**src/stock_consts.svh**
```systemverilog
`ifndef STOCK_CONSTS_SVH
`define STOCK_CONSTS_SVH

// field and storage sizes
`define IDX_W        12
`define IDX_MAX      12'd4095
`define DATA_NO_W    8
`define RECORD_COUNT 256

// formula d counts indices at or above this level
`define MID_LEVEL    12'd2047

// formulas a and c
`define TH_AC_INS    12'd2047
`define TH_AC_NOR    12'd1023
`define TH_AC_SEN    12'd511

// formulas b and h
`define TH_BH_INS    12'd800
`define TH_BH_NOR    12'd400
`define TH_BH_SEN    12'd200

// formulas d and e
`define TH_DE_INS    12'd3
`define TH_DE_NOR    12'd2
`define TH_DE_SEN    12'd1

`endif

```
**src/stock_pkg.sv**
```systemverilog
`include "stock_consts.svh"

package stock_pkg;

    typedef enum logic [1:0] {
        Index_Check      = 2'd0,
        Update           = 2'd1,
        Check_Valid_Date = 2'd2
    } action_e;

    // codes 5 and 6 are reserved
    typedef enum logic [2:0] {
        Formula_A = 3'd0,
        Formula_B = 3'd1,
        Formula_C = 3'd2,
        Formula_D = 3'd3,
        Formula_E = 3'd4,
        Formula_F = 3'd5,
        Formula_G = 3'd6,
        Formula_H = 3'd7
    } formula_e;

    typedef enum logic [1:0] {
        Insensitive = 2'd0,
        Normal      = 2'd1,
        Sensitive   = 2'd3
    } mode_e;

    typedef enum logic [1:0] {
        No_Warn   = 2'd0,
        Date_Warn = 2'd1,
        Risk_Warn = 2'd2,
        Data_Warn = 2'd3
    } warn_e;

    typedef struct packed {
        logic [3:0] month;
        logic [4:0] day;
    } date_t;

    typedef struct packed {
        logic [3:0][`IDX_W-1:0] idx;
        date_t                  date;
    } record_t;

    // one input word, read by whichever strobe is high
    typedef union packed {
        struct packed { logic [`IDX_W-3:0] rsv; action_e action; } act;
        struct packed { logic [`IDX_W-4:0] rsv; formula_e formula; } frm;
        struct packed { logic [`IDX_W-3:0] rsv; mode_e mode; } md;
        struct packed { logic [`IDX_W-10:0] rsv; date_t date; } dt;
        struct packed {
            logic [`IDX_W-`DATA_NO_W-1:0] rsv;
            logic [`DATA_NO_W-1:0]        data_no;
        } dno;
        logic [`IDX_W-1:0] index;
    } field_word_u;

endpackage

```
**src/stock_if.sv**
```systemverilog
`timescale 1ns/1ps
`include "stock_consts.svh"

// collected order, collector to store
interface order_if;
    import stock_pkg::*;

    logic                   valid;
    logic                   ready;
    action_e                action;
    formula_e               formula;
    mode_e                  mode;
    date_t                  today;
    logic [`DATA_NO_W-1:0]  data_no;
    logic [3:0][`IDX_W-1:0] idx;

    modport producer (
        output valid, action, formula, mode, today, data_no, idx,
        input  ready
    );

    modport consumer (
        input  valid, action, formula, mode, today, data_no, idx,
        output ready
    );
endinterface


```
**src/order_collector.sv**
```systemverilog
`timescale 1ns/1ps

module order_collector (
    input  logic                   clk,
    input  logic                   inf,
    input  logic                   action_valid,
    input  logic                   formula_valid,
    input  logic                   mode_valid,
    input  logic                   date_valid,
    input  logic                   data_no_valid,
    input  logic                   index_valid,
    input  stock_pkg::field_word_u in_data,
    order_if.producer              ord
);
    import stock_pkg::*;

    typedef enum logic [2:0] {
        S_ACTION,
        S_FORMULA,
        S_MODE,
        S_DATE,
        S_DATA_NO,
        S_INDEX
    } field_state_e;

    field_state_e state;
    field_state_e state_nxt;
    logic [1:0]   idx_cnt;
    logic         take_action;
    logic         take_formula;
    logic         take_mode;
    logic         take_date;
    logic         take_data_no;
    logic         take_index;
    logic         last_field;

    // strobes count only in their own slot and never while an order waits
    assign take_action  = !ord.valid && state == S_ACTION  && action_valid;
    assign take_formula = !ord.valid && state == S_FORMULA && formula_valid;
    assign take_mode    = !ord.valid && state == S_MODE    && mode_valid;
    assign take_date    = !ord.valid && state == S_DATE    && date_valid;
    assign take_data_no = !ord.valid && state == S_DATA_NO && data_no_valid;
    assign take_index   = !ord.valid && state == S_INDEX   && index_valid;

    always_comb begin
        state_nxt  = state;
        last_field = 1'b0;
        if (take_action) begin
            // date check skips formula and mode
            if (in_data.act.action == Check_Valid_Date) begin
                state_nxt = S_DATE;
            end else begin
                state_nxt = S_FORMULA;
            end
        end
        if (take_formula) begin
            state_nxt = S_MODE;
        end
        if (take_mode) begin
            state_nxt = S_DATE;
        end
        if (take_date) begin
            state_nxt = S_DATA_NO;
        end
        if (take_data_no) begin
            if (ord.action == Check_Valid_Date) begin
                state_nxt  = S_ACTION;
                last_field = 1'b1;
            end else begin
                state_nxt = S_INDEX;
            end
        end
        if (take_index && idx_cnt == 2'd3) begin
            state_nxt  = S_ACTION;
            last_field = 1'b1;
        end
    end

    always_ff @(posedge clk or negedge inf) begin
        if (!inf) begin
            state     <= S_ACTION;
            idx_cnt   <= 2'd0;
            ord.valid <= 1'b0;
        end else begin
            state <= state_nxt;
            if (take_index) begin
                idx_cnt <= idx_cnt + 2'd1;
            end
            if (last_field) begin
                ord.valid <= 1'b1;
            end else if (ord.ready) begin
                ord.valid <= 1'b0;
            end
        end
    end

    // order payload
    always_ff @(posedge clk) begin
        if (take_action) begin
            ord.action <= in_data.act.action;
        end
        if (take_formula) begin
            ord.formula <= in_data.frm.formula;
        end
        if (take_mode) begin
            ord.mode <= in_data.md.mode;
        end
        if (take_date) begin
            ord.today <= in_data.dt.date;
        end
        if (take_data_no) begin
            ord.data_no <= in_data.dno.data_no;
        end
        if (take_index) begin
            ord.idx[idx_cnt] <= in_data.index;
        end
    end

endmodule

```
**src/flat_wrapper.sv**
```systemverilog
// flat-port wrapper written by rule: the top's interface ports become plain ports
module order_collector_flat import stock_pkg::*;
  (clk, inf, action_valid, formula_valid, mode_valid, date_valid, data_no_valid, index_valid, in_data, ord_valid, ord_action, ord_formula, ord_mode, ord_today, ord_data_no, ord_idx, ord_ready);
  order_if ord_i ();
  input  logic clk;
  input  logic inf;
  input  logic action_valid;
  input  logic formula_valid;
  input  logic mode_valid;
  input  logic date_valid;
  input  logic data_no_valid;
  input  logic index_valid;
  input  stock_pkg::field_word_u in_data;
  output wire logic [$bits(ord_i.valid)-1:0] ord_valid;
  output wire logic [$bits(ord_i.action)-1:0] ord_action;
  output wire logic [$bits(ord_i.formula)-1:0] ord_formula;
  output wire logic [$bits(ord_i.mode)-1:0] ord_mode;
  output wire logic [$bits(ord_i.today)-1:0] ord_today;
  output wire logic [$bits(ord_i.data_no)-1:0] ord_data_no;
  output wire logic [$bits(ord_i.idx)-1:0] ord_idx;
  input wire logic [$bits(ord_i.ready)-1:0] ord_ready;
  assign ord_valid = ord_i.valid;
  assign ord_action = ord_i.action;
  assign ord_formula = ord_i.formula;
  assign ord_mode = ord_i.mode;
  assign ord_today = ord_i.today;
  assign ord_data_no = ord_i.data_no;
  assign ord_idx = ord_i.idx;
  assign ord_i.ready = ord_ready;
  order_collector u_core (.clk(clk), .inf(inf), .action_valid(action_valid), .formula_valid(formula_valid), .mode_valid(mode_valid), .date_valid(date_valid), .data_no_valid(data_no_valid), .index_valid(index_valid), .in_data(in_data), .ord(ord_i));
endmodule
```
**config.mk**
```make
export PLATFORM = sky130hd
export DESIGN_NAME = order_collector_flat
export DESIGN_NICKNAME = d
export VERILOG_FILES = /design/src/stock_pkg.sv /design/src/stock_if.sv /design/src/order_collector.sv /design/src/flat_wrapper.sv
export VERILOG_INCLUDE_DIRS = /design/src /design/src/src
export SDC_FILE = /design/constraint.sdc
export NUM_CORES = 1
export LEC_CHECK = 0
export ABC_AREA = 1
export BUFFER_PORTS_ARGS = -buffer_cell sky130_fd_sc_hd__buf_4
export CAP_MARGIN = 10
export CORE_MARGIN = 2
export CORE_UTILIZATION = 44
export DETAILED_ROUTE_END_ITERATION = 6
export PLACE_DENSITY = 0.75
export SLEW_MARGIN = 20
export SYNTH_ARGS = -nofsm -noshare
export SYNTH_HDL_FRONTEND = slang
export SYNTH_SLANG_ARGS = --single-unit
export TNS_END_PERCENT = 1
```
**constraint.sdc**
```tcl
create_clock -name clk -period 1.69 [get_ports clk]
set_clock_uncertainty 0.1 [all_clocks]
set_input_delay 0.338 -clock clk [delete_from_list [all_inputs] [get_ports clk]]
set_output_delay 0.338 -clock clk [all_outputs]
set_load 0.01 [all_outputs]
```
==> Word-level counts from Yosys, hierarchy flattened <==
Cells that the tools add are included.
{ "classes": {"add_sub_neg": 1, "n_lt_le_gt_ge": 2, "n_eq_ne": 8, "n_mux": 16, "n_reduce_logical": 18} }
{ "ops": {"columns": ["cell", "n"], "rows": [
  ["$bwmux W48", 1],
  ["$demux W12 S2", 1],
  ["$mux W3", 7],
  ["$logic_and A1 B1 Y1", 14],
  ["$mux W12", 1],
  ["$eq A2 B2 Y1 const B", 3],
  ["$eq A3 B2 Y1 const B", 2],
  ["$eq A3 B3 Y1 const B", 2],
  ["$reduce_bool A6 Y1", 1],
  ["$mux W1", 5],
  ["$eq A3 B1 Y1 const B", 1],
  ["$logic_not A3 Y1", 1],
  ["$lt A2 B3 Y1 const B", 1],
  ["$add A2 B1 Y2 const B", 1],
  ["$ge A2 B1 Y1 const B", 1],
  ["$mux W2", 1],
  ["$reduce_bool A2 Y1", 1],
  ["$logic_not A1 Y1", 1]
]} }
{ "totals": {"reg_bits": 78, "input_bits": 21, "out_inout_bits": 73, "wordCells": 58} }

==> Logic depth before layout (Yosys ltp) <==
{ "logic_depth": {"depth_word": 9, "ltp_mapped": 8, "mapped_depth_nobuf": 8} }

==> Worst setup path before layout <==
OpenSTA, ideal clock, no wires.
{ "synth_timing": {"kind": "register to register", "startpoint": "reg u_core.ord.valid", "endpoint": "reg u_core.ord.idx[0] (enable)", "setup_ns": 0.380, "t_arrival_ns": 1.396, "required_ns": 1.210, "slack_ns": -0.187, "path_stages_with_launch": 6, "n_path_buf": 0, "period_less_slack_ns": 1.877, "path_cell_list": "dfrtp_1 -> inv_1 -> nand2_2 -> nor2_4 -> inv_1 -> nor2_1"} }
{ "synth_between": {"elab_chain_len": 3} }
{ "synth_lines": {"columns": ["element", "line", "source"], "rows": [
  ["from (decl)", "stock_if.sv:18", "output valid, action, formula, mode, today, data_no, idx,"],
  ["from (signal assigned)", "order_collector.sv:83", "ord.valid <= 1'b0;"],
  ["from (signal assigned)", "order_collector.sv:90", "ord.valid <= 1'b1;"],
  ["from (signal assigned)", "order_collector.sv:92", "ord.valid <= 1'b0;"],
  ["$logic_not A1 Y1", "order_collector.sv:43", "assign take_index = !ord.valid && state == S_INDEX && index_valid;"],
  ["$logic_and A1 B1 Y1 (2 in series)", "order_collector.sv:43", null],
  ["to (signal, indexed assignment)", "order_collector.sv:115", "ord.idx[idx_cnt] <= in_data.index;"],
  ["to (decl)", "stock_if.sv:18", null]
]} }
Every way passes these cells.
A chain may end at the register's enable or synchronous reset.

==> Final worst setup path <==
{ "layout_timing": {"startpoint": "reg u_core.ord.valid", "endpoint": "reg u_core.ord.idx[30] (enable)"} }
Same word-level chain as after synthesis.

==> impl_metrics.toml <==
[power]
p_leak_nw = 1.56
p_per_area_mw_per_mm2 = 1200
peakVddDrop_v = 0.000712
p_total_mw = 4.52

[place]
port_buffers = 93
dp_cells = 324
finalWeightedCongestion = 0.894
dp_hpwl_um = 3830

[detailed_routing]
dr_wl_met3_um = 553
wl_per_cell_um = 15.1
initialDrtViolationCount = 118
firstDrtPassIters = 4
viasPerCell = 4.71
met1_length_um = 2140
wl_met2_um = 2370
vias = 1602
top_layer = "met4"
wirelength_um = 5150
drtAntennaViolNets = 0
drc = 0

[synthesis]
ys_types = 17
synthArstFlopShare_pct = 7.69
yosysTopAreaCellShare_pct = 80.6
ys_ff_latch = 78
syn-instance-count = 146
syn_nets = 171
ys_top_cells_by_area = "edfxtp_1, dfrtp_1, inv_1, nand2_1, ha_1"
yosysMostFrequentCell = "edfxtp_1"
syn-cell-area_mm2 = 0.00268
synth_flop_cell = "edfxtp_1"
synth_edf_count = 72
yosysWarnings = 0
yosysSeqAreaShare_pct = 86.2
avgSynthCellArea_um2 = 18.4
synth_top_area_cell = "edfxtp_1"
synthTopCellsByCount = "edfxtp_1, inv_1, nand2_1"

[grt]
first_global_vias = 1500
grt_pass1_wl_um = 7520
gr-total-overflow = 0
antenna_found_initial = 0
grt_max_degree = 13
grt_util_all_layers_pct = 16.3

[floorplanning]
die_x_um = 82.1
initial_core_util_pct = 45.3
fp.dieH_um = 82.1
fp-row-count = 28
die_area_mm2 = 0.00673
core_region_area_mm2 = 0.00592
io-pin-count = 94

[layout]
drive_gt1_share_pct = 47.9
finalNonFillerCells = 340
final_nets = 286
post-route-util_pct = 63.3
fill_cells = 439
syn2layout_area_growth_pct = 39.9
seqCellArea_mm2 = 0.00231
diodes = 0
multi_input_area_um2 = 308

[timing]
rsz0062_at_grt = "true"
tightest_slew_ns = 0.273
fin_crit_sh_pct = 93.6
drv_slew = 0
period_minus_slack_ns = 1.58
tns_ns = 0
hold_viol = 0
slew_headroom_pct = 81.8
setup_viol = 0
clock.fmax_ghz = 0.632

[clock_network]
cts_tree = "built"
root_buffer = "clkbuf_8"
h-tree-depth = 3
clkTransAtPathRegs_ns = 0.07
clock_latency_ns = 0.34
cts_buffer_depth = 2
cts_made_buffers = 9
postCtsSetupBuffers = 0
cts_sinks = 78

[setup_path]
critPathMaxFanout = 12
endpoint_kind = "register"
worstPathRequired_ns = 1.63
start_kind = "register"
arrival_ns = 1.52
path_class = "reg -> reg"

[worst_hold_path]
hp-class = "in -> reg"

[outcome]
status = "completed"

[run]
drv_cap = 0
==> registers in the layout (all words and copies together), names as in the netlist <==
name and count:
u_core.ord.idx 48, u_core.ord.today 9, u_core.ord.data_no 8, u_core.ord.formula 3, u_core.state 3, u_core.idx_cnt 2, u_core.ord.action 2, u_core.ord.mode 2
u_core.ord.valid 1
==> layout by cell type (no fill, tap or decap), drive strengths merged <==
cell type / instances
nor3: 1
nand2: 18
ha: 4
nand3: 9
a21oi: 1
dlygate4sd3: 1
buf: 103
o211ai: 1
clkinv: 3
o21ai: 2
edfxtp: 72
inv: 18
dfrtp: 6
xor2: 1
clkbuf: 10
nor2: 14
bufinv: 1
==> layout make-up <==
cell class	count	area share (%)
timing repair buffer	104	21.2
multi-input combinational	51	8.21
inverter	17	1.70
clock buffer	10	3.40
tap	75	2.50
clock inverter	5	1.33
sequential	78	61.7
==> per-stage QoR <==
stage                     hold WS (ns)  setup slack (ns)  cell area [um2]
after floorplan                -0.0576            -0.187             2680
after global placement          0.0488            0.0818             3550
after detailed placement        0.0501            0.0622             3550
after CTS                       0.0836            0.0389             3740
after global routing            0.0826          -0.00577             3750
final                           0.0992             0.108             3750
==> timing repair <==
item                       CTS  global route
hold buffers                 1             0
setup endpoints to repair    0            37
hold endpoints to repair     6             0
gates resized for setup      0             4
==> path summary, 6_finish.rpt <==
kind,startpoint,endpoint,slack (ns),depth (start not counted)
max reg2reg,u_core.ord.valid$_DFFE_PN0P_,u_core.ord.idx[30]$_DFFE_PP_,0.11,6
min,in_data[11],u_core.ord.idx[11]$_DFFE_PP_,0.1,1
max,u_core.ord.valid$_DFFE_PN0P_,u_core.ord.idx[30]$_DFFE_PP_,0.11,6
max in group asynchronous,inf,u_core.idx_cnt[0]$_DFFE_PN0P_,1.14,2
min in group asynchronous,inf,u_core.state[0]$_DFFE_PN0P_,0.24,2
min reg2reg,u_core.idx_cnt[0]$_DFFE_PN0P_,u_core.idx_cnt[0]$_DFFE_PN0P_,0.43,1
==> report_power, final <==
| part | internal (mW) | switching [mW] |
|---|---|---|
| Clock | 0.665 | 0.593 |
| Combinational | 0.344 | 0.507 |
| Sequential | 2.31 | 0.102 |
| Total | 3.31 | 1.20 |
==> critical path, stage by stage, from the launching register on <==
cell,delay [ns]
dfrtp_1,0.42
inv_1,0.11
nand2_2,0.10
nor2_4,0.15
inv_1,0.09
nor2_1,0.14
buf_6,0.19
==> metal layers <==
layer / vias up / track usage, %
li1: 746 / -
met3: 11 / 7.14
met4: 0 / 7.50
met1: 766 / 20.8
met2: 79 / 24.2
met5: - / 0
==> kinds of logic after synthesis <==
| group | after synthesis | share of synthesized area (%) |
|---|---|---|
| AOI/OAI and AO/OA | 4 | 0.840 |
| xor gates and xnor gates | 1 | 0.327 |
| adders and majority gates | 4 | 1.87 |
| buffers and inverters | 17 | 2.38 |
| DFF | 78 | 86.2 |
| and+or+nand+nor | 42 | 8.35 |
Note: power is estimated with default switching activity, not from simulation.
