==> src/stock_consts.svh <==
`ifndef STOCK_CONSTS_SVH
`define STOCK_CONSTS_SVH

// field and storage sizes
`define IDX_W        12
`define IDX_MAX      12'd4095
`define DATA_NO_W    8
`define RECORD_COUNT 256

// formula d counts indices at or above this level
`define MID_LEVEL    12'd2047

// formulas a and c
`define TH_AC_INS    12'd2047
`define TH_AC_NOR    12'd1023
`define TH_AC_SEN    12'd511

// formulas b and h
`define TH_BH_INS    12'd800
`define TH_BH_NOR    12'd400
`define TH_BH_SEN    12'd200

// formulas d and e
`define TH_DE_INS    12'd3
`define TH_DE_NOR    12'd2
`define TH_DE_SEN    12'd1

`endif

==> src/stock_pkg.sv <==
`include "stock_consts.svh"

package stock_pkg;

    typedef enum logic [1:0] {
        Index_Check      = 2'd0,
        Update           = 2'd1,
        Check_Valid_Date = 2'd2
    } action_e;

    // codes 5 and 6 are reserved
    typedef enum logic [2:0] {
        Formula_A = 3'd0,
        Formula_B = 3'd1,
        Formula_C = 3'd2,
        Formula_D = 3'd3,
        Formula_E = 3'd4,
        Formula_F = 3'd5,
        Formula_G = 3'd6,
        Formula_H = 3'd7
    } formula_e;

    typedef enum logic [1:0] {
        Insensitive = 2'd0,
        Normal      = 2'd1,
        Sensitive   = 2'd3
    } mode_e;

    typedef enum logic [1:0] {
        No_Warn   = 2'd0,
        Date_Warn = 2'd1,
        Risk_Warn = 2'd2,
        Data_Warn = 2'd3
    } warn_e;

    typedef struct packed {
        logic [3:0] month;
        logic [4:0] day;
    } date_t;

    typedef struct packed {
        logic [3:0][`IDX_W-1:0] idx;
        date_t                  date;
    } record_t;

    // one input word, read by whichever strobe is high
    typedef union packed {
        struct packed { logic [`IDX_W-3:0] rsv; action_e action; } act;
        struct packed { logic [`IDX_W-4:0] rsv; formula_e formula; } frm;
        struct packed { logic [`IDX_W-3:0] rsv; mode_e mode; } md;
        struct packed { logic [`IDX_W-10:0] rsv; date_t date; } dt;
        struct packed {
            logic [`IDX_W-`DATA_NO_W-1:0] rsv;
            logic [`DATA_NO_W-1:0]        data_no;
        } dno;
        logic [`IDX_W-1:0] index;
    } field_word_u;

endpackage

==> src/stock_if.sv <==
`timescale 1ns/1ps
`include "stock_consts.svh"


// order plus its stored record, store to evaluator
interface eval_if;
    import stock_pkg::*;

    logic                   valid;
    logic                   ready;
    action_e                action;
    formula_e               formula;
    mode_e                  mode;
    date_t                  today;
    logic [`DATA_NO_W-1:0]  data_no;
    logic [3:0][`IDX_W-1:0] idx;
    record_t                record;

    modport producer (
        output valid, action, formula, mode, today, data_no, idx, record,
        input  ready
    );

    modport consumer (
        input  valid, action, formula, mode, today, data_no, idx, record,
        output ready
    );
endinterface

==> src/risk_evaluator.sv <==
`timescale 1ns/1ps
`include "stock_consts.svh"

module risk_evaluator (
    input  logic                  clk,
    input  logic                  inf,
    eval_if.consumer              ev,
    output logic                  wb_valid,
    output logic [`DATA_NO_W-1:0] wb_data_no,
    output stock_pkg::record_t    wb_record,
    output logic                  out_valid,
    output stock_pkg::warn_e      warn_msg,
    output logic                  complete
);
    import stock_pkg::*;

    // accepted order and record
    action_e                  act;
    formula_e                 formula;
    mode_e                    mode;
    date_t                    today;
    logic [`DATA_NO_W-1:0]    data_no;
    logic [3:0][`IDX_W-1:0]   in_idx;
    record_t                  rec;

    logic                     busy;
    logic [1:0]               step;
    logic                     last_step;
    logic                     res_valid;
    warn_e                    warn_nxt;
    warn_e                    warn_r;

    logic [3:0][`IDX_W-1:0]   gap;
    logic [3:0][`IDX_W-1:0]   pair;
    logic [`IDX_W-1:0]        top;
    logic [`IDX_W-1:0]        bot;
    logic [`IDX_W+1:0]        sum_rec;
    logic [`IDX_W+1:0]        sum_gap;
    logic [2:0]               cnt_mid;
    logic [2:0]               cnt_ge;
    logic [`IDX_W-1:0]        r_nxt;
    logic [`IDX_W-1:0]        r_val;
    logic [`IDX_W-1:0]        threshold;
    logic                     date_warn;

    logic signed [`IDX_W+1:0] upd_sum [4];
    logic [3:0][`IDX_W-1:0]   upd_idx;
    logic                     upd_clamped;

    assign ev.ready   = !busy;
    assign wb_data_no = data_no;

    // index check needs three compute cycles, the others one
    assign last_step = (act == Index_Check) ? (step == 2'd2) : (step == 2'd0);

    always_ff @(posedge clk or negedge inf) begin
        if (!inf) begin
            busy      <= 1'b0;
            step      <= 2'd0;
            res_valid <= 1'b0;
        end else begin
            res_valid <= busy && last_step;
            if (ev.valid && ev.ready) begin
                busy <= 1'b1;
                step <= 2'd0;
            end else if (res_valid) begin
                busy <= 1'b0;
            end else if (busy) begin
                step <= step + 2'd1;
            end
        end
    end

    always_ff @(posedge clk) begin
        if (ev.valid && ev.ready) begin
            act     <= ev.action;
            formula <= ev.formula;
            mode    <= ev.mode;
            today   <= ev.today;
            data_no <= ev.data_no;
            in_idx  <= ev.idx;
            rec     <= ev.record;
        end
    end

    // =========================================================================
    // index check pipeline
    // =========================================================================
    // stage 1: gaps and first compare layer
    always_ff @(posedge clk) begin
        for (int i = 0; i < 4; i++) begin
            if (rec.idx[i] >= in_idx[i]) begin
                gap[i] <= rec.idx[i] - in_idx[i];
            end else begin
                gap[i] <= in_idx[i] - rec.idx[i];
            end
        end
        for (int j = 0; j < 2; j++) begin
            if (rec.idx[2*j] >= rec.idx[2*j+1]) begin
                pair[2*j]   <= rec.idx[2*j];
                pair[2*j+1] <= rec.idx[2*j+1];
            end else begin
                pair[2*j]   <= rec.idx[2*j+1];
                pair[2*j+1] <= rec.idx[2*j];
            end
        end
    end

    // stage 2: only the two ends of the order are needed
    assign top = (pair[0] >= pair[2]) ? pair[0] : pair[2];
    assign bot = (pair[1] <= pair[3]) ? pair[1] : pair[3];

    always_comb begin
        sum_rec = '0;
        sum_gap = '0;
        cnt_mid = 3'd0;
        cnt_ge  = 3'd0;
        for (int i = 0; i < 4; i++) begin
            sum_rec = sum_rec + {2'b00, rec.idx[i]};
            sum_gap = sum_gap + {2'b00, gap[i]};
            cnt_mid = cnt_mid + {2'b00, rec.idx[i] >= `MID_LEVEL};
            cnt_ge  = cnt_ge + {2'b00, rec.idx[i] >= in_idx[i]};
        end
        case (formula)
            Formula_A: r_nxt = sum_rec[`IDX_W+1:2];
            Formula_B: r_nxt = top - bot;
            Formula_C: r_nxt = bot;
            Formula_D: r_nxt = {{(`IDX_W-3){1'b0}}, cnt_mid};
            Formula_E: r_nxt = {{(`IDX_W-3){1'b0}}, cnt_ge};
            Formula_H: r_nxt = sum_gap[`IDX_W+1:2];
            default:   r_nxt = '0;
        endcase
    end

    always_ff @(posedge clk) begin
        r_val <= r_nxt;
    end

    always_comb begin
        case (formula)
            Formula_A, Formula_C: begin
                case (mode)
                    Insensitive: threshold = `TH_AC_INS;
                    Normal:      threshold = `TH_AC_NOR;
                    default:     threshold = `TH_AC_SEN;
                endcase
            end
            Formula_D, Formula_E: begin
                case (mode)
                    Insensitive: threshold = `TH_DE_INS;
                    Normal:      threshold = `TH_DE_NOR;
                    default:     threshold = `TH_DE_SEN;
                endcase
            end
            default: begin
                case (mode)
                    Insensitive: threshold = `TH_BH_INS;
                    Normal:      threshold = `TH_BH_NOR;
                    default:     threshold = `TH_BH_SEN;
                endcase
            end
        endcase
    end

    // =========================================================================
    // update, date check and result
    // =========================================================================
    always_comb begin
        upd_clamped = 1'b0;
        for (int i = 0; i < 4; i++) begin
            upd_sum[i] = $signed({2'b00, rec.idx[i]}) +
                         $signed({{2{in_idx[i][`IDX_W-1]}}, in_idx[i]});
            if (upd_sum[i][`IDX_W+1]) begin
                upd_idx[i]  = '0;
                upd_clamped = 1'b1;
            end else if (upd_sum[i][`IDX_W]) begin
                upd_idx[i]  = `IDX_MAX;
                upd_clamped = 1'b1;
            end else begin
                upd_idx[i] = upd_sum[i][`IDX_W-1:0];
            end
        end
    end

    assign date_warn = (today.month < rec.date.month) ||
                       (today.month == rec.date.month && today.day < rec.date.day);

    // date warning wins over risk
    always_comb begin
        case (act)
            Index_Check: begin
                if (date_warn) begin
                    warn_nxt = Date_Warn;
                end else if (r_val >= threshold) begin
                    warn_nxt = Risk_Warn;
                end else begin
                    warn_nxt = No_Warn;
                end
            end
            Update:  warn_nxt = upd_clamped ? Data_Warn : No_Warn;
            default: warn_nxt = date_warn ? Date_Warn : No_Warn;
        endcase
    end

    always_ff @(posedge clk) begin
        warn_r         <= warn_nxt;
        wb_record.idx  <= upd_idx;
        wb_record.date <= today;
    end

    always_ff @(posedge clk or negedge inf) begin
        if (!inf) begin
            out_valid <= 1'b0;
            warn_msg  <= No_Warn;
            complete  <= 1'b0;
            wb_valid  <= 1'b0;
        end else begin
            out_valid <= res_valid;
            warn_msg  <= res_valid ? warn_r : No_Warn;
            complete  <= res_valid && warn_r == No_Warn;
            wb_valid  <= res_valid && act == Update;
        end
    end

endmodule

==> src/flat_wrapper.sv <==
// flat-port wrapper written by rule: the top's interface ports become plain ports
module risk_evaluator_flat import stock_pkg::*;
  (clk, inf, wb_valid, wb_data_no, wb_record, out_valid, warn_msg, complete, ev_valid, ev_action, ev_formula, ev_mode, ev_today, ev_data_no, ev_idx, ev_record, ev_ready);
  eval_if ev_i ();
  input  logic clk;
  input  logic inf;
  output logic wb_valid;
  output logic [`DATA_NO_W-1:0] wb_data_no;
  output stock_pkg::record_t wb_record;
  output logic out_valid;
  output stock_pkg::warn_e warn_msg;
  output logic complete;
  input wire logic [$bits(ev_i.valid)-1:0] ev_valid;
  input wire logic [$bits(ev_i.action)-1:0] ev_action;
  input wire logic [$bits(ev_i.formula)-1:0] ev_formula;
  input wire logic [$bits(ev_i.mode)-1:0] ev_mode;
  input wire logic [$bits(ev_i.today)-1:0] ev_today;
  input wire logic [$bits(ev_i.data_no)-1:0] ev_data_no;
  input wire logic [$bits(ev_i.idx)-1:0] ev_idx;
  input wire logic [$bits(ev_i.record)-1:0] ev_record;
  output wire logic [$bits(ev_i.ready)-1:0] ev_ready;
  assign ev_i.valid = ev_valid;
  assign ev_i.action = ev_action;
  assign ev_i.formula = ev_formula;
  assign ev_i.mode = ev_mode;
  assign ev_i.today = ev_today;
  assign ev_i.data_no = ev_data_no;
  assign ev_i.idx = ev_idx;
  assign ev_i.record = ev_record;
  assign ev_ready = ev_i.ready;
  risk_evaluator u_core (.clk(clk), .inf(inf), .ev(ev_i), .wb_valid(wb_valid), .wb_data_no(wb_data_no), .wb_record(wb_record), .out_valid(out_valid), .warn_msg(warn_msg), .complete(complete));
endmodule
==> config.mk <==
export PLATFORM = sky130hd
export DESIGN_NAME = risk_evaluator_flat
export DESIGN_NICKNAME = d
export VERILOG_FILES = /design/src/stock_pkg.sv /design/src/stock_if.sv /design/src/risk_evaluator.sv /design/src/flat_wrapper.sv
export VERILOG_INCLUDE_DIRS = /design/src /design/src/src
export SDC_FILE = /design/constraint.sdc
export NUM_CORES = 1
export LEC_CHECK = 0
export CORE_ASPECT_RATIO = 0.7
export CORE_MARGIN = 4
export CORE_UTILIZATION = 59
export CTS_CLUSTER_SIZE = 40
export DETAILED_ROUTE_END_ITERATION = 8
export DONT_BUFFER_PORTS = 1
export PLACE_DENSITY = 0.9
export SLEW_MARGIN = 20
export SYNTH_ARGS = -nofsm -noshare
export SYNTH_HDL_FRONTEND = slang
export SYNTH_SLANG_ARGS = --single-unit
==> constraint.sdc <==
create_clock -name clk -period 6.3 [get_ports clk]
set_input_delay 0.63 -clock clk [delete_from_list [all_inputs] [get_ports clk]]
set_output_delay 0.63 -clock clk [all_outputs]
set_load 0.1 [all_outputs]
# --- After elaboration in Yosys (flattened, before gate mapping) ---
# Index checks and enable logic that the tools add are counted.
# W data, S select, Z words.
word_totals:
  elab_cells: 144
  regBits: 305
  output_inout_bits: 71
classes:
  eq_ne: 10
  n_lt_le_gt_ge: 15
  add_sub_neg: 26
  reduce_logical: 17
  mux: 37
op_table:
  columns: ["op", "n"]
  rows:
  - ["$mux W12", 10]
  - ["$sub A12 B12 Y12", 9]
  - ["$ge A12 B12 Y1", 8]
  - ["$pmux W12 S6", 1]
  - ["$add A13 B12 Y14", 4]
  - ["$add A14 B12 Y14", 4]
  - ["$ge A12 B11 Y1 const B", 4]
  - ["$mux W24", 2]
  - ["$add A12 B12 Y13", 2]
  - ["$pmux W12 S2", 1]
  - ["$pmux W11 S2", 1]
  - ["$pmux W10 S2", 1]
  - ["$mux W2", 7]
  - ["$add A3 B1 Y3", 4]
  - ["$le A12 B12 Y1", 1]
  - ["$mux W1", 12]
  - ["$logic_not A2 Y1", 4]
  - ["$pmux W2 S2", 2]
  - ["$eq A3 B2 Y1 const B", 2]
  - ["$eq A3 B3 Y1 const B", 2]
  - ["$logic_and A1 B1 Y1", 5]
  - ["$lt A5 B5 Y1", 1]
  - ["$add A1 B1 Y2", 2]
  - ["$eq A2 B1 Y1 const B", 2]
  - ["12 further kinds", 14]

# --- Logic depth before layout (Yosys ltp) ---
# Gate-level depths: netlist (run 1).
logic_depth:
  depth_word: 11
  depth_mapped: 21
  ltp_nobuf: 21

# --- Worst setup path before layout (run 1) ---
# No wires, ideal clock.
synth_path:
  path_type: "input to register"
  start: "input ev_valid"
  end: "register u_core.act[0], enable pin"
  cell_stages: 1
  n_path_buf: 0
  setup_time_ps: 636
  setup_slack_ps: -587
  arrival_ps: 6252
  cell_sequence: "nor2b_1"
synth_between:
  elab_chain_len: 1
synth_lines:
  columns: ["element", "line", "source"]
  rows:
  - ["from (decl)", "flat_wrapper.sv:13", "input wire logic [$bits(ev_i.valid)-1:0] ev_valid;"]
  - ["$logic_and A1 B1 Y1", "risk_evaluator.sv:75", "if (ev.valid && ev.ready) begin"]
  - ["to (signal assigned)", "risk_evaluator.sv:76", "act <= ev.action;"]
  - ["to (decl)", "risk_evaluator.sv:18", "action_e act;"]
# Every way passes these cells.
# A chain may end at the register's enable or synchronous reset.

# --- Worst setup path after layout (run 1) ---
layout_path:
  start: "register u_core.rec[21] (netlist name)"
  end: "register u_core.r_val[0]"
layout_between:
  elab_chain_len: 5
  elab_cells_between_ends: 12
  cone_classes: "add/sub: 9; order compare: 2; mux: 1"
layout_lines:
  columns: ["element", "line", "source"]
  rows:
  - ["from (decl)", "risk_evaluator.sv:24", "record_t rec;"]
  - ["from (signal assigned)", "risk_evaluator.sv:82", "rec <= ev.record;"]
  - ["branches (longest 4 deep; another with $add A14 B12 Y14)", null, null]
  - ["$pmux W12 S6 (*)", "risk_evaluator.sv:124", "case (formula)"]
  - ["via u_core.r_nxt[0]", "risk_evaluator.sv:41", "logic [`IDX_W-1:0] r_nxt;"]
  - ["to (signal assigned)", "risk_evaluator.sv:136", "r_val <= r_nxt;"]
  - ["to (decl)", "risk_evaluator.sv:42", "logic [`IDX_W-1:0] r_val;"]
# Mark *: on every way through the listed nets, which the timed path passes.

==> results.yml, run 1 <==
layout:
  final_nets: 2546
  fillers: 2689
  drive_above_1_share: 0.0410
  area_delta_synth_final_pct: 7.18
die:
  core_mm2: 0.0339
  ios: 203
  die_x_um: 231
  rows: 56
  fp.dieH_um: 164
  start_util: 0.606
  die-area_mm2: 0.0379
critical_path:
  critical_path_class: "register to register"
  arrival_ns: 5.64
  end_kind: "register"
  r2r_start: "u_core.rec[21]"
  critPathLaunchType: "register"
  reg2reg_depth: 13
  crit_fanout: 16
  rrSetupSlack_ns: 1.16
  endpoint: "u_core.r_val[0]"
  r2r-end: "u_core.r_val[0]"
  cp.required_ns: 6.80
  cp-startpoint: "u_core.rec[21]"
global_route:
  grt_pass1_vias: 15466
  overflow: 0
  grt_pass1_wl_mm: 89.8
  grt_max_degree: 71
  grt_use_total: 0.305
  antenna_found_initial: 2
timing:
  tightest_slew_ns: 1.08
  maxSlewHeadroom: 0.269
  drv_slew: 0
  fin_skew_ns: 0.0210
  fmax_ghz: 0.195
  setup_viol: 0
  rsz0062_at_grt: "no"
  fin_tns_setup_ns: 0
  hold_viol: 0
  period_share: 0.815
  layout_min_cycle_time_ns: 5.14
synth:
  syn_inst: 2118
  async_flop_share: 0.0295
  avgSynthCellArea_um2: 9.70
  ys.warnings.count: 0
  syn_area_mm2: 0.0205
  synthFlopType: "dfxtp_1"
  synth_edf_count: 129
  yosysUniqueCellTypes: 86
  synth_nets: 2567
  yosysTopAreaCellShare: 0.189
  yosys.area.top_type: "edfxtp_1"
  ys_top_cells_by_area: "edfxtp_1 19%, ha_1 17%, dfxtp_1 16%"
  ys_ff_latch: 305
  ys_seq_area_frac: 0.362
clock_tree:
  cts_tree: "yes"
  cts_max_path_buffers: 3
  root_buffer: "clkbuf_16"
  cts_sinks: 305
  clk_pin_slew_worst_paths_ns: 0.08
  h-tree-depth: 1
  clock_latency_ns: 0.59
  numCtsBuffers: 30
  ctsResizeCount: 0
run_status:
  status: "completed"
placed_design:
  dp_hpwl_mm: 47.5
  port_buffers: 0
  gp_congestion: 1.05
detailed_routing:
  drtPass1Iterations: 6
  ant_nets: 0
  drtIter0Drc: 2042
  vias_per_cell: 6.26
  wl_per_cell_um: 23.1
  vias: 16210
  finalWirelength_mm: 59.7
  drc: 0
min_path:
  whs_path_depth: 0
  min_path_type: "input port to register"
run:
  cap_violations: 0
[cells by family (layout without fill, tap and decap cells)]
logic type / Yosys count / in the layout / synth area share
AO/OA/AOI/OAI: 534 / 534 / 0.169
AND/OR/NAND/NOR: 403 / 403 / 0.0982
buffers and inverters: 343 / 346 / 0.0649
adder cells (fa/ha/maj): 317 / 317 / 0.208
flip-flops: 305 / 305 / 0.362
XOR/XNOR: 122 / 122 / 0.0520
multiplexers: 94 / 94 / 0.0460
other: 0 / 5 / 0
[registers in the layout, indices dropped and copies added (netlist names), 8 cells and up]
| signal | count |
|---|---|
| u_core.gap | 48 |
| u_core.in_idx | 48 |
| u_core.pair | 48 |
| u_core.r_val | 12 |
| u_core.rec | 57 |
| u_core.today | 9 |
| u_core.wb_data_no | 8 |
| u_core.wb_record | 57 |
[metrics by stage]
| step | instances | hold slack (ns) | setup WS (ns) | util | area (um^2) |
|---|---|---|---|---|---|
| 2_1_floorplan | 2118 | 0.334 | 1.81 | - | 20500 |
| 3_3_place_gp | 2528 | 0.335 | 1.48 | 0.617 | 20900 |
| 3_5_place_dp | 2528 | 0.335 | 1.52 | 0.617 | 20900 |
| 4_1_cts | 2585 | 0.109 | 1.45 | 0.649 | 22000 |
| 5_1_grt | 2585 | 0.104 | 1.20 | 0.649 | 22000 |
| 6_report | 2590 | 0.128 | 1.16 | 0.649 | 22000 |
[per-layer routing]
layer | vias to the layer above | part of all wire | global-route usage | wire length (um)
met2 | 951 | 0.42 | 0.447 | 24900
met1 | 7736 | 0.44 | 0.450 | 26000
li1 | 7379 | - | - | -
met5 | - | 0.00055 | 0 | 33
met4 | 4 | 0.027 | 0.0768 | 1640
met3 | 140 | 0.12 | 0.0782 | 7140
[worst min-delay path by stage]
stage,startpoint,end
5_1_grt,ev_idx[37],u_core.in_idx[37]
4_1_cts,ev_idx[37],u_core.in_idx[37]
2_1_floorplan,inf,u_core.busy
3_3_place_gp,inf,u_core.out_valid
6_report,ev_idx[21],u_core.in_idx[21]
3_5_place_dp,inf,u_core.warn_msg[1]
[worst max-delay path, cell delays in order, from the launching register on]
cell	delay (ns)
edfxtp_1	0.53
inv_1	0.14
ha_1	0.24
fa_1	0.45
nor2b_1	0.26
o211ai_1	0.12
nand2_1	0.13
o41ai_2	0.11
a221oi_4	0.94
ha_1	0.39
inv_1	0.09
fa_1	0.44
o311ai_0	0.90
a32o_1	0.29
[synthesized netlist by cell type (6+ instances only)]
cell type  number
nand3_1        23
o2111ai_1       6
nor3_1         32
fa_1           41
o31ai_1        16
o21bai_1       19
a221oi_1        9
o211ai_1       18
a211oi_1        9
a31oi_1        16
dfxtp_1       167
and3_1         10
o21a_1         10
a22o_1          6
a22oi_1         6
buf_4           6
nor2_1        110
inv_1         275
dfrtp_1         9
nand3b_1        7
o22ai_1         7
edfxtp_1      129
o221ai_1        6
a21oi_1       188
or3_1          11
mux2i_1        90
nand2b_1       40
a21o_1         48
o21ai_0        91
xor2_1         27
a311oi_1        7
xnor2_1        95
clkbuf_1       38
and2_1          8
ha_1          276
nor2b_1        30
nand2_1        84
a211o_1         6
buf_2          19
nand4_1        20
o21ai_1        13
[placed cells by master, fill, tap and decap left out, types with 7 or more instances in the layout]
master and count:
ha_1 276, inv_1 275, a21oi_1 187, dfxtp_1 167, edfxtp_1 129, nor2_1 110, xnor2_1 94, o21ai_0 91
mux2i_1 90, nand2_1 84, a21o_1 48, fa_1 41, nand2b_1 40, nor3_1 32, clkbuf_16 30, nor2b_1 29
xor2_1 27, nand3_1 23, nand4_1 20, o21bai_1 19, o211ai_1 18, o31ai_1 16, a31oi_1 16, o21ai_1 13
or3_1 11, o21a_1 10, and3_1 10, buf_4 10, a221oi_1 9, a211oi_1 9, dfrtp_1 9, and2_1 8
o22ai_1 7, nand3b_1 7, a311oi_1 7
[layout make-up]
cell class                 instances  area (um^2)  share of cell area
multi-input combinational       1470        11800               0.535
sequential                       305         7440               0.338
inverter                         279         1050              0.0476
clock buffer                      34          766              0.0348
tap                              464          581              0.0264
clock inverter                    22          299              0.0136
timing repair buffer              11         85.1             0.00386
antenna                            5         12.5            0.000568
[timing repair]
item	in CTS	in global routing
hold endpoints to repair	9	0
buffers inserted	0	0
hold buffers	1	0
Power of run 1 is left out: the tool's default activity adds up to more than one toggle a clock period on the data nets, which glitch-free logic cannot reach.
==> inputs of run 2 (changes only) <==
--- a/config.mk
+++ b/config.mk
@@ -8,11 +8,11 @@
 export LEC_CHECK = 0
 export CORE_ASPECT_RATIO = 0.7
 export CORE_MARGIN = 4
-export CORE_UTILIZATION = 59
+export CORE_UTILIZATION = 65
 export CTS_CLUSTER_SIZE = 40
 export DETAILED_ROUTE_END_ITERATION = 8
 export DONT_BUFFER_PORTS = 1
-export PLACE_DENSITY = 0.9
+export PLACE_DENSITY = 0.93
 export SLEW_MARGIN = 20
 export SYNTH_ARGS = -nofsm -noshare
 export SYNTH_HDL_FRONTEND = slang
==> constraint.sdc (replaced) <==
create_clock -name clk -period 4.8 [get_ports clk]
set_input_delay 0.48 -clock clk [delete_from_list [all_inputs] [get_ports clk]]
set_output_delay 0.48 -clock clk [all_outputs]
set_load 0.1 [all_outputs]
==> run 2 against run 1 <==
Compared with the run above:
- flip-flop and latch count unchanged
- routed wire length up 7.2%
- utilization up 10 points
- die area down 8.9%
- first-iteration DRC count up 28%
- cell count up 4.1%
- non-clock buffer count up 152
- hold slack better by 0.15 ns
- critical path depth up 8
- global-route usage up 5.6 points
- count of clock-buffer cells in the layout up 5
==> results.yml, run 2 (synthesized netlist as in run 1, its figures left out) <==
run_status:
  status: "completed"
die:
  die-area_mm2: 0.0346
  core_mm2: 0.0311
  fp.dieH_um: 157
  start_util: 0.660
  rows: 54
  die_x_um: 221
  ios: 203
run:
  cap_violations: 0
global_route:
  overflow: 0
  grt_use_total: 0.361
  grt_pass1_wl_mm: 97.1
  grt_pass1_vias: 17053
  antenna_found_initial: 3
  grt_max_degree: 66
critical_path:
  critical_path_class: "register to register"
  end_kind: "register"
  reg2reg_depth: 21
  critPathLaunchType: "register"
  arrival_ns: 5.12
  cp.required_ns: 5.27
  crit_fanout: 6
layout:
  multiInputGateArea_mm2: 0.0118
  reg_top3: "u_core.rec (57), u_core.wb_record (57)"
  final_util: 0.752
  final_common_cell: "ha_1"
  fillers: 1970
  final_cell_mix: "276 x ha_1, 275 x inv_1, 187 x a21oi_1, 167 x dfxtp_1, 130 x dlygate4sd3_1"
  seqCellArea_mm2: 0.00744
  area_delta_synth_final_pct: 14.1
  drive_above_1_share: 0.0505
  final_nets: 2699
timing:
  drv_slew: 0
  maxSlewHeadroom: 0.276
  setup_viol: 0
  fmax_ghz: 0.215
  tightest_slew_ns: 1.08
  hold_viol: 0
  period_share: 0.968
  whs_ns: 0.279
  layout_min_cycle_time_ns: 4.65
  fin_ws_ns: 0.151
  fin_skew_ns: 0.0175
  fin_tns_setup_ns: 0
clock_tree:
  root_buffer: "clkbuf_16"
  clk_pin_slew_worst_paths_ns: 0.07
  cts_sinks: 305
  clock_latency_ns: 0.59
  cts_tree: "yes"
  h-tree-depth: 1
  cts_max_path_buffers: 3
  numCtsBuffers: 31
min_path:
  min_path_type: "input port to asynchronous set/reset pin"
detailed_routing:
  drc: 0
  vias: 17328
  drtIter0Drc: 2606
  finalWirelength_mm: 64.0
  wl_per_cell_um: 23.7
  drtPass1Iterations: 6
  vias_per_cell: 6.42
  ant_nets: 0
placed_design:
  place_ws_ns: 0.290
  dp_hpwl_mm: 46.8
  port_buffers: 0
  gp_congestion: 1.02
==> run 2: changes by cell type in the layout (fill, tap and decap cells not counted), moves of 2 or more <==
cell	before	now
a221oi_1	9	7
clkbuf_16	30	33
bufinv_16	6	2
clkinv_4	2	4
buf_4	10	32
clkinvlp_4	3	5
diode_2	5	2
dlygate4sd3_1	1	130
a221oi_2	1	3
clkbuf_8	0	3
==> run 2: worst paths after layout <==
check / from / to / slack [ns]
setup / recovery: u_core.rec[22] / u_core.r_val[10] / 0.15
hold / removal: inf / u_core.res_valid / 0.28
setup reg to reg: u_core.rec[22] / u_core.r_val[10] / 0.15
hold reg to reg: u_core.today[6] / u_core.wb_record[6] / 0.39
max in group asynchronous: inf / u_core.warn_msg[0] / 4.19
min in group clk: ev_valid / u_core.rec[27] / 0.38
==> run 2: area by class of cell <==
| class | count | area share |
|---|---|---|
| Clock inverter | 19 | 0.00779 |
| Tap cell | 420 | 0.0224 |
| Inverter | 279 | 0.0447 |
| Clock buffer | 39 | 0.0375 |
| Antenna cell | 2 | 0.000214 |
| Timing Repair Buffer | 163 | 0.0666 |
| Sequential cell | 305 | 0.318 |
| Multi-Input combinational cell | 1470 | 0.503 |
==> run 2: critical path, stage by stage, from the launching register on <==
cell	delay [ns]
edfxtp_1	0.48
inv_1	0.17
ha_1	0.34
inv_1	0.07
a21oi_1	0.17
o21bai_1	0.13
a21o_1	0.24
a221oi_2	0.31
o41a_1	0.21
nor2b_1	0.18
xnor2_1	0.11
fa_1	0.49
inv_1	0.04
ha_1	0.35
a21o_1	0.18
a21o_1	0.19
a21oi_1	0.15
nor2_1	0.06
o21ai_0	0.15
o21ai_0	0.11
a211o_1	0.23
a21o_1	0.16
==> run 2: stage by stage <==
stage / cells / area (um^2)
floorplan: 2118 / 20500
global placement: 2505 / 21000
detailed placement: 2505 / 21000
CTS: 2693 / 23400
global route: 2696 / 23400
finish: 2697 / 23400
==> run 2: routing by layer <==
| metal | wire [um] | up-vias | track usage |
|---|---|---|---|
| met5 | 13 | - | 0 |
| met4 | 2320 | 2 | 0.101 |
| met3 | 8560 | 225 | 0.101 |
| met2 | 27900 | 1237 | 0.549 |
| met1 | 25200 | 8179 | 0.508 |
| li1 | - | 7685 | - |
==> run 2: timing repair <==
| item | in CTS | in global routing |
|---|---|---|
| buffers inserted | 0 | 2 |
| hold buffers | 130 | 0 |
| resized for setup | 0 | 2 |
| setup endpoints to repair | 0 | 3 |
| hold endpoints to repair | 138 | 0 |
Power of run 2 is left out for the same reason.
==> inputs of run 3 (changes only) <==
--- a/config.mk
+++ b/config.mk
@@ -6,6 +6,7 @@
 export SDC_FILE = /design/constraint.sdc
 export NUM_CORES = 1
 export LEC_CHECK = 0
+export ABC_AREA = 1
 export CORE_ASPECT_RATIO = 0.7
 export CORE_MARGIN = 4
 export CORE_UTILIZATION = 65
@@ -13,6 +14,7 @@
 export DETAILED_ROUTE_END_ITERATION = 8
 export DONT_BUFFER_PORTS = 1
 export PLACE_DENSITY = 0.93
+export RECOVER_POWER = 25
 export SLEW_MARGIN = 20
 export SYNTH_ARGS = -nofsm -noshare
 export SYNTH_HDL_FRONTEND = slang
==> run 3 against run 2 <==
Compared with the run above:
- cell count is 21% higher
- flip-flop and latch count stayed put
- synthesized area is 6.6% higher
- setup slack better by 0.26 ns
- register-to-register slack better by 0.26 ns
- via count is 14% higher
- non-clock buffer count is 12 lower
- hold slack hardly changed
- routed wire length is 7.6% higher
- synthesized cell count is 28% higher
- critical path type unchanged
==> results.yml, run 3 <==
run_status:
  status: "completed"
timing:
  setup_viol: 0
  fin_tns_setup_ns: 0
  period_share: 0.915
  fmax_ghz: 0.228
  rsz0062_at_grt: "no"
  drv_slew: 0
  layout_min_cycle_time_ns: 4.39
  tightest_slew_ns: 1.02
  fin_skew_ns: 0.0355
  hold_viol: 0
  whs_ns: 0.279
  maxSlewHeadroom: 0.322
die:
  rows: 55
  ios: 203
  fp.dieH_um: 162
  start_util: 0.669
  die-area_mm2: 0.0367
  die_x_um: 227
  core_mm2: 0.0328
layout:
  reg_top3: "u_core.rec (57), u_core.wb_record (57)"
  multiInputGateArea_mm2: 0.0121
  final_nets: 3272
  fillers: 2375
  seqCellArea_mm2: 0.00744
  drive_above_1_share: 0.0562
  final_common_cell: "nand2_1"
  area_delta_synth_final_pct: 11.5
  final_cell_mix: "502 x nand2_1, 489 x inv_1, 276 x ha_1, 213 x a21oi_1, 177 x o21ai_0"
  final_util: 0.746
detailed_routing:
  wl_met2_mm: 28.6
  finalWirelength_mm: 68.9
  wl_per_cell_um: 21.0
  top_layer: "met5"
  vias_per_cell: 6.05
  route.met3.wl_mm: 9.90
  ant_nets: 0
  wl_met1_mm: 27.8
  drtIter0Drc: 2838
  drc: 0
  vias: 19815
  drtPass1Iterations: 8
synth:
  avgSynthCellArea_um2: 8.09
  synth_top_family_by_area: "adder cells"
  ys_ff_latch: 305
  synth_edf_count: 129
  synth_adder_area_share: 0.195
  yosys.area.top_type: "edfxtp_1"
  synthFlopType: "dfxtp_1"
  async_flop_share: 0.0295
  yosysTopAreaCellShare: 0.177
  synthTopCellsByCount: "502 x nand2_1, 490 x inv_1, 276 x ha_1"
  synth-simple-area-share: 0.158
  ys_seq_area_frac: 0.340
  synthXorXnorAreaFrac: 0.0512
  synth_nets: 3157
  synth.most_common_cell: "nand2_1"
  yosysUniqueCellTypes: 60
  syn_inst: 2708
  synth_compound_area_frac: 0.146
  synthMuxAreaShare: 0
  ys_top_cells_by_area: "edfxtp_1 18%, ha_1 16%, dfxtp_1 15%"
  syn_area_mm2: 0.0219
  ys.warnings.count: 0
clock_tree:
  cts_sinks: 305
  root_buffer: "clkbuf_16"
  ctsHoldBuffers: 130
  clk_pin_slew_worst_paths_ns: 0.07
  ctsResizeCount: 0
  cts_tree: "yes"
  cts_max_path_buffers: 3
  cts_setup_buffers: 0
  h-tree-depth: 1
  clock_latency_ns: 0.60
  numCtsBuffers: 30
critical_path:
  arrival_ns: 4.83
  end_kind: "register"
  cp.required_ns: 5.23
  reg2reg_depth: 18
  r2r-end: "u_core.r_val[9]"
  critical_path_class: "register to register"
  critPathLaunchType: "register"
  r2r_start: "u_core.rec[9]"
  rrSetupSlack_ns: 0.41
  crit_fanout: 7
min_path:
  min_path_type: "input port to asynchronous set/reset pin"
global_route:
  overflow: 0
  grt_pass1_vias: 18975
  grt_max_degree: 73
  grt_pass1_wl_mm: 105
  antenna_found_initial: 4
  grt_use_total: 0.365
placed_design:
  dp_hpwl_mm: 52.6
  gp_congestion: 1.11
  port_buffers: 0
run:
  cap_violations: 0
## run 3: cell count changes after synthesis, moves of 85 or more
cell	previous run	this run
nand2_1	84	502
o21ai_0	91	177
xnor2_1	95	10
inv_1	275	490
mux2i_1	90	0
xor2_1	27	118
## run 3: layout make-up
type | count | area share
diodes | 2 | 0.000205
clock buffers | 41 | 0.0345
clock inverters | 15 | 0.00522
inverters | 519 | 0.0801
multi-input cells | 1816 | 0.493
flip-flops and latches | 305 | 0.305
well taps | 427 | 0.0219
repair buffers | 151 | 0.0602
## run 3: cell families after synthesis
| family | Yosys count |
|---|---|
| adders and majority gates | 317 |
| and+or+nand+nor | 820 |
| xor gates and xnor gates | 128 |
| DFF | 305 |
| AOI/OAI and AO/OA | 551 |
| buffers and inverters | 587 |
## run 3: how the worst max path moves through the flow
stage             startpoint              end  slack [ns]  cells past startpoint
3_3_place_gp   u_core.rec[9]  u_core.r_val[9]        0.68                     18
4_1_cts        u_core.rec[9]  u_core.r_val[9]        0.53                     18
6_report       u_core.rec[9]  u_core.r_val[9]        0.41                     18
3_5_place_dp   u_core.rec[9]  u_core.r_val[9]        0.59                     18
5_1_grt        u_core.rec[9]  u_core.r_val[9]        0.18                     18
2_1_floorplan    u_core.busy    u_core.act[0]        0.64                      3
## run 3: critical path: stages, from the launching register on
cell and delay (ns):
edfxtp_1 0.46, ha_1 0.25, inv_1 0.07, fa_1 0.43, o31ai_2 0.41, a21oi_1 0.14, o21ai_2 0.17, a21oi_1 0.12
o21ai_1 0.18, xor2_1 0.21, fa_1 0.44, inv_1 0.07, ha_1 0.30, a21o_1 0.22, a31oi_1 0.15, nand3_1 0.13
or2_2 0.29, nand3_1 0.07, o2111ai_1 0.11
## run 3: per-layer routing
| metal | vias up | GRT usage |
|---|---|---|
| li1 | 9021 | - |
| met1 | 9191 | 0.520 |
| met4 | 2 | 0.106 |
| met5 | - | 0 |
| met2 | 1382 | 0.540 |
| met3 | 219 | 0.110 |
## run 3: stage by stage
step,setup WS (ns),instance area (um^2),cells
floorplan,0.645,21900,2708
global placement,0.681,22200,3088
detailed placement,0.586,22200,3088
CTS,0.527,24400,3274
global route,0.181,24400,3274
finish,0.408,24400,3276
Power of run 3 is left out for the same reason.
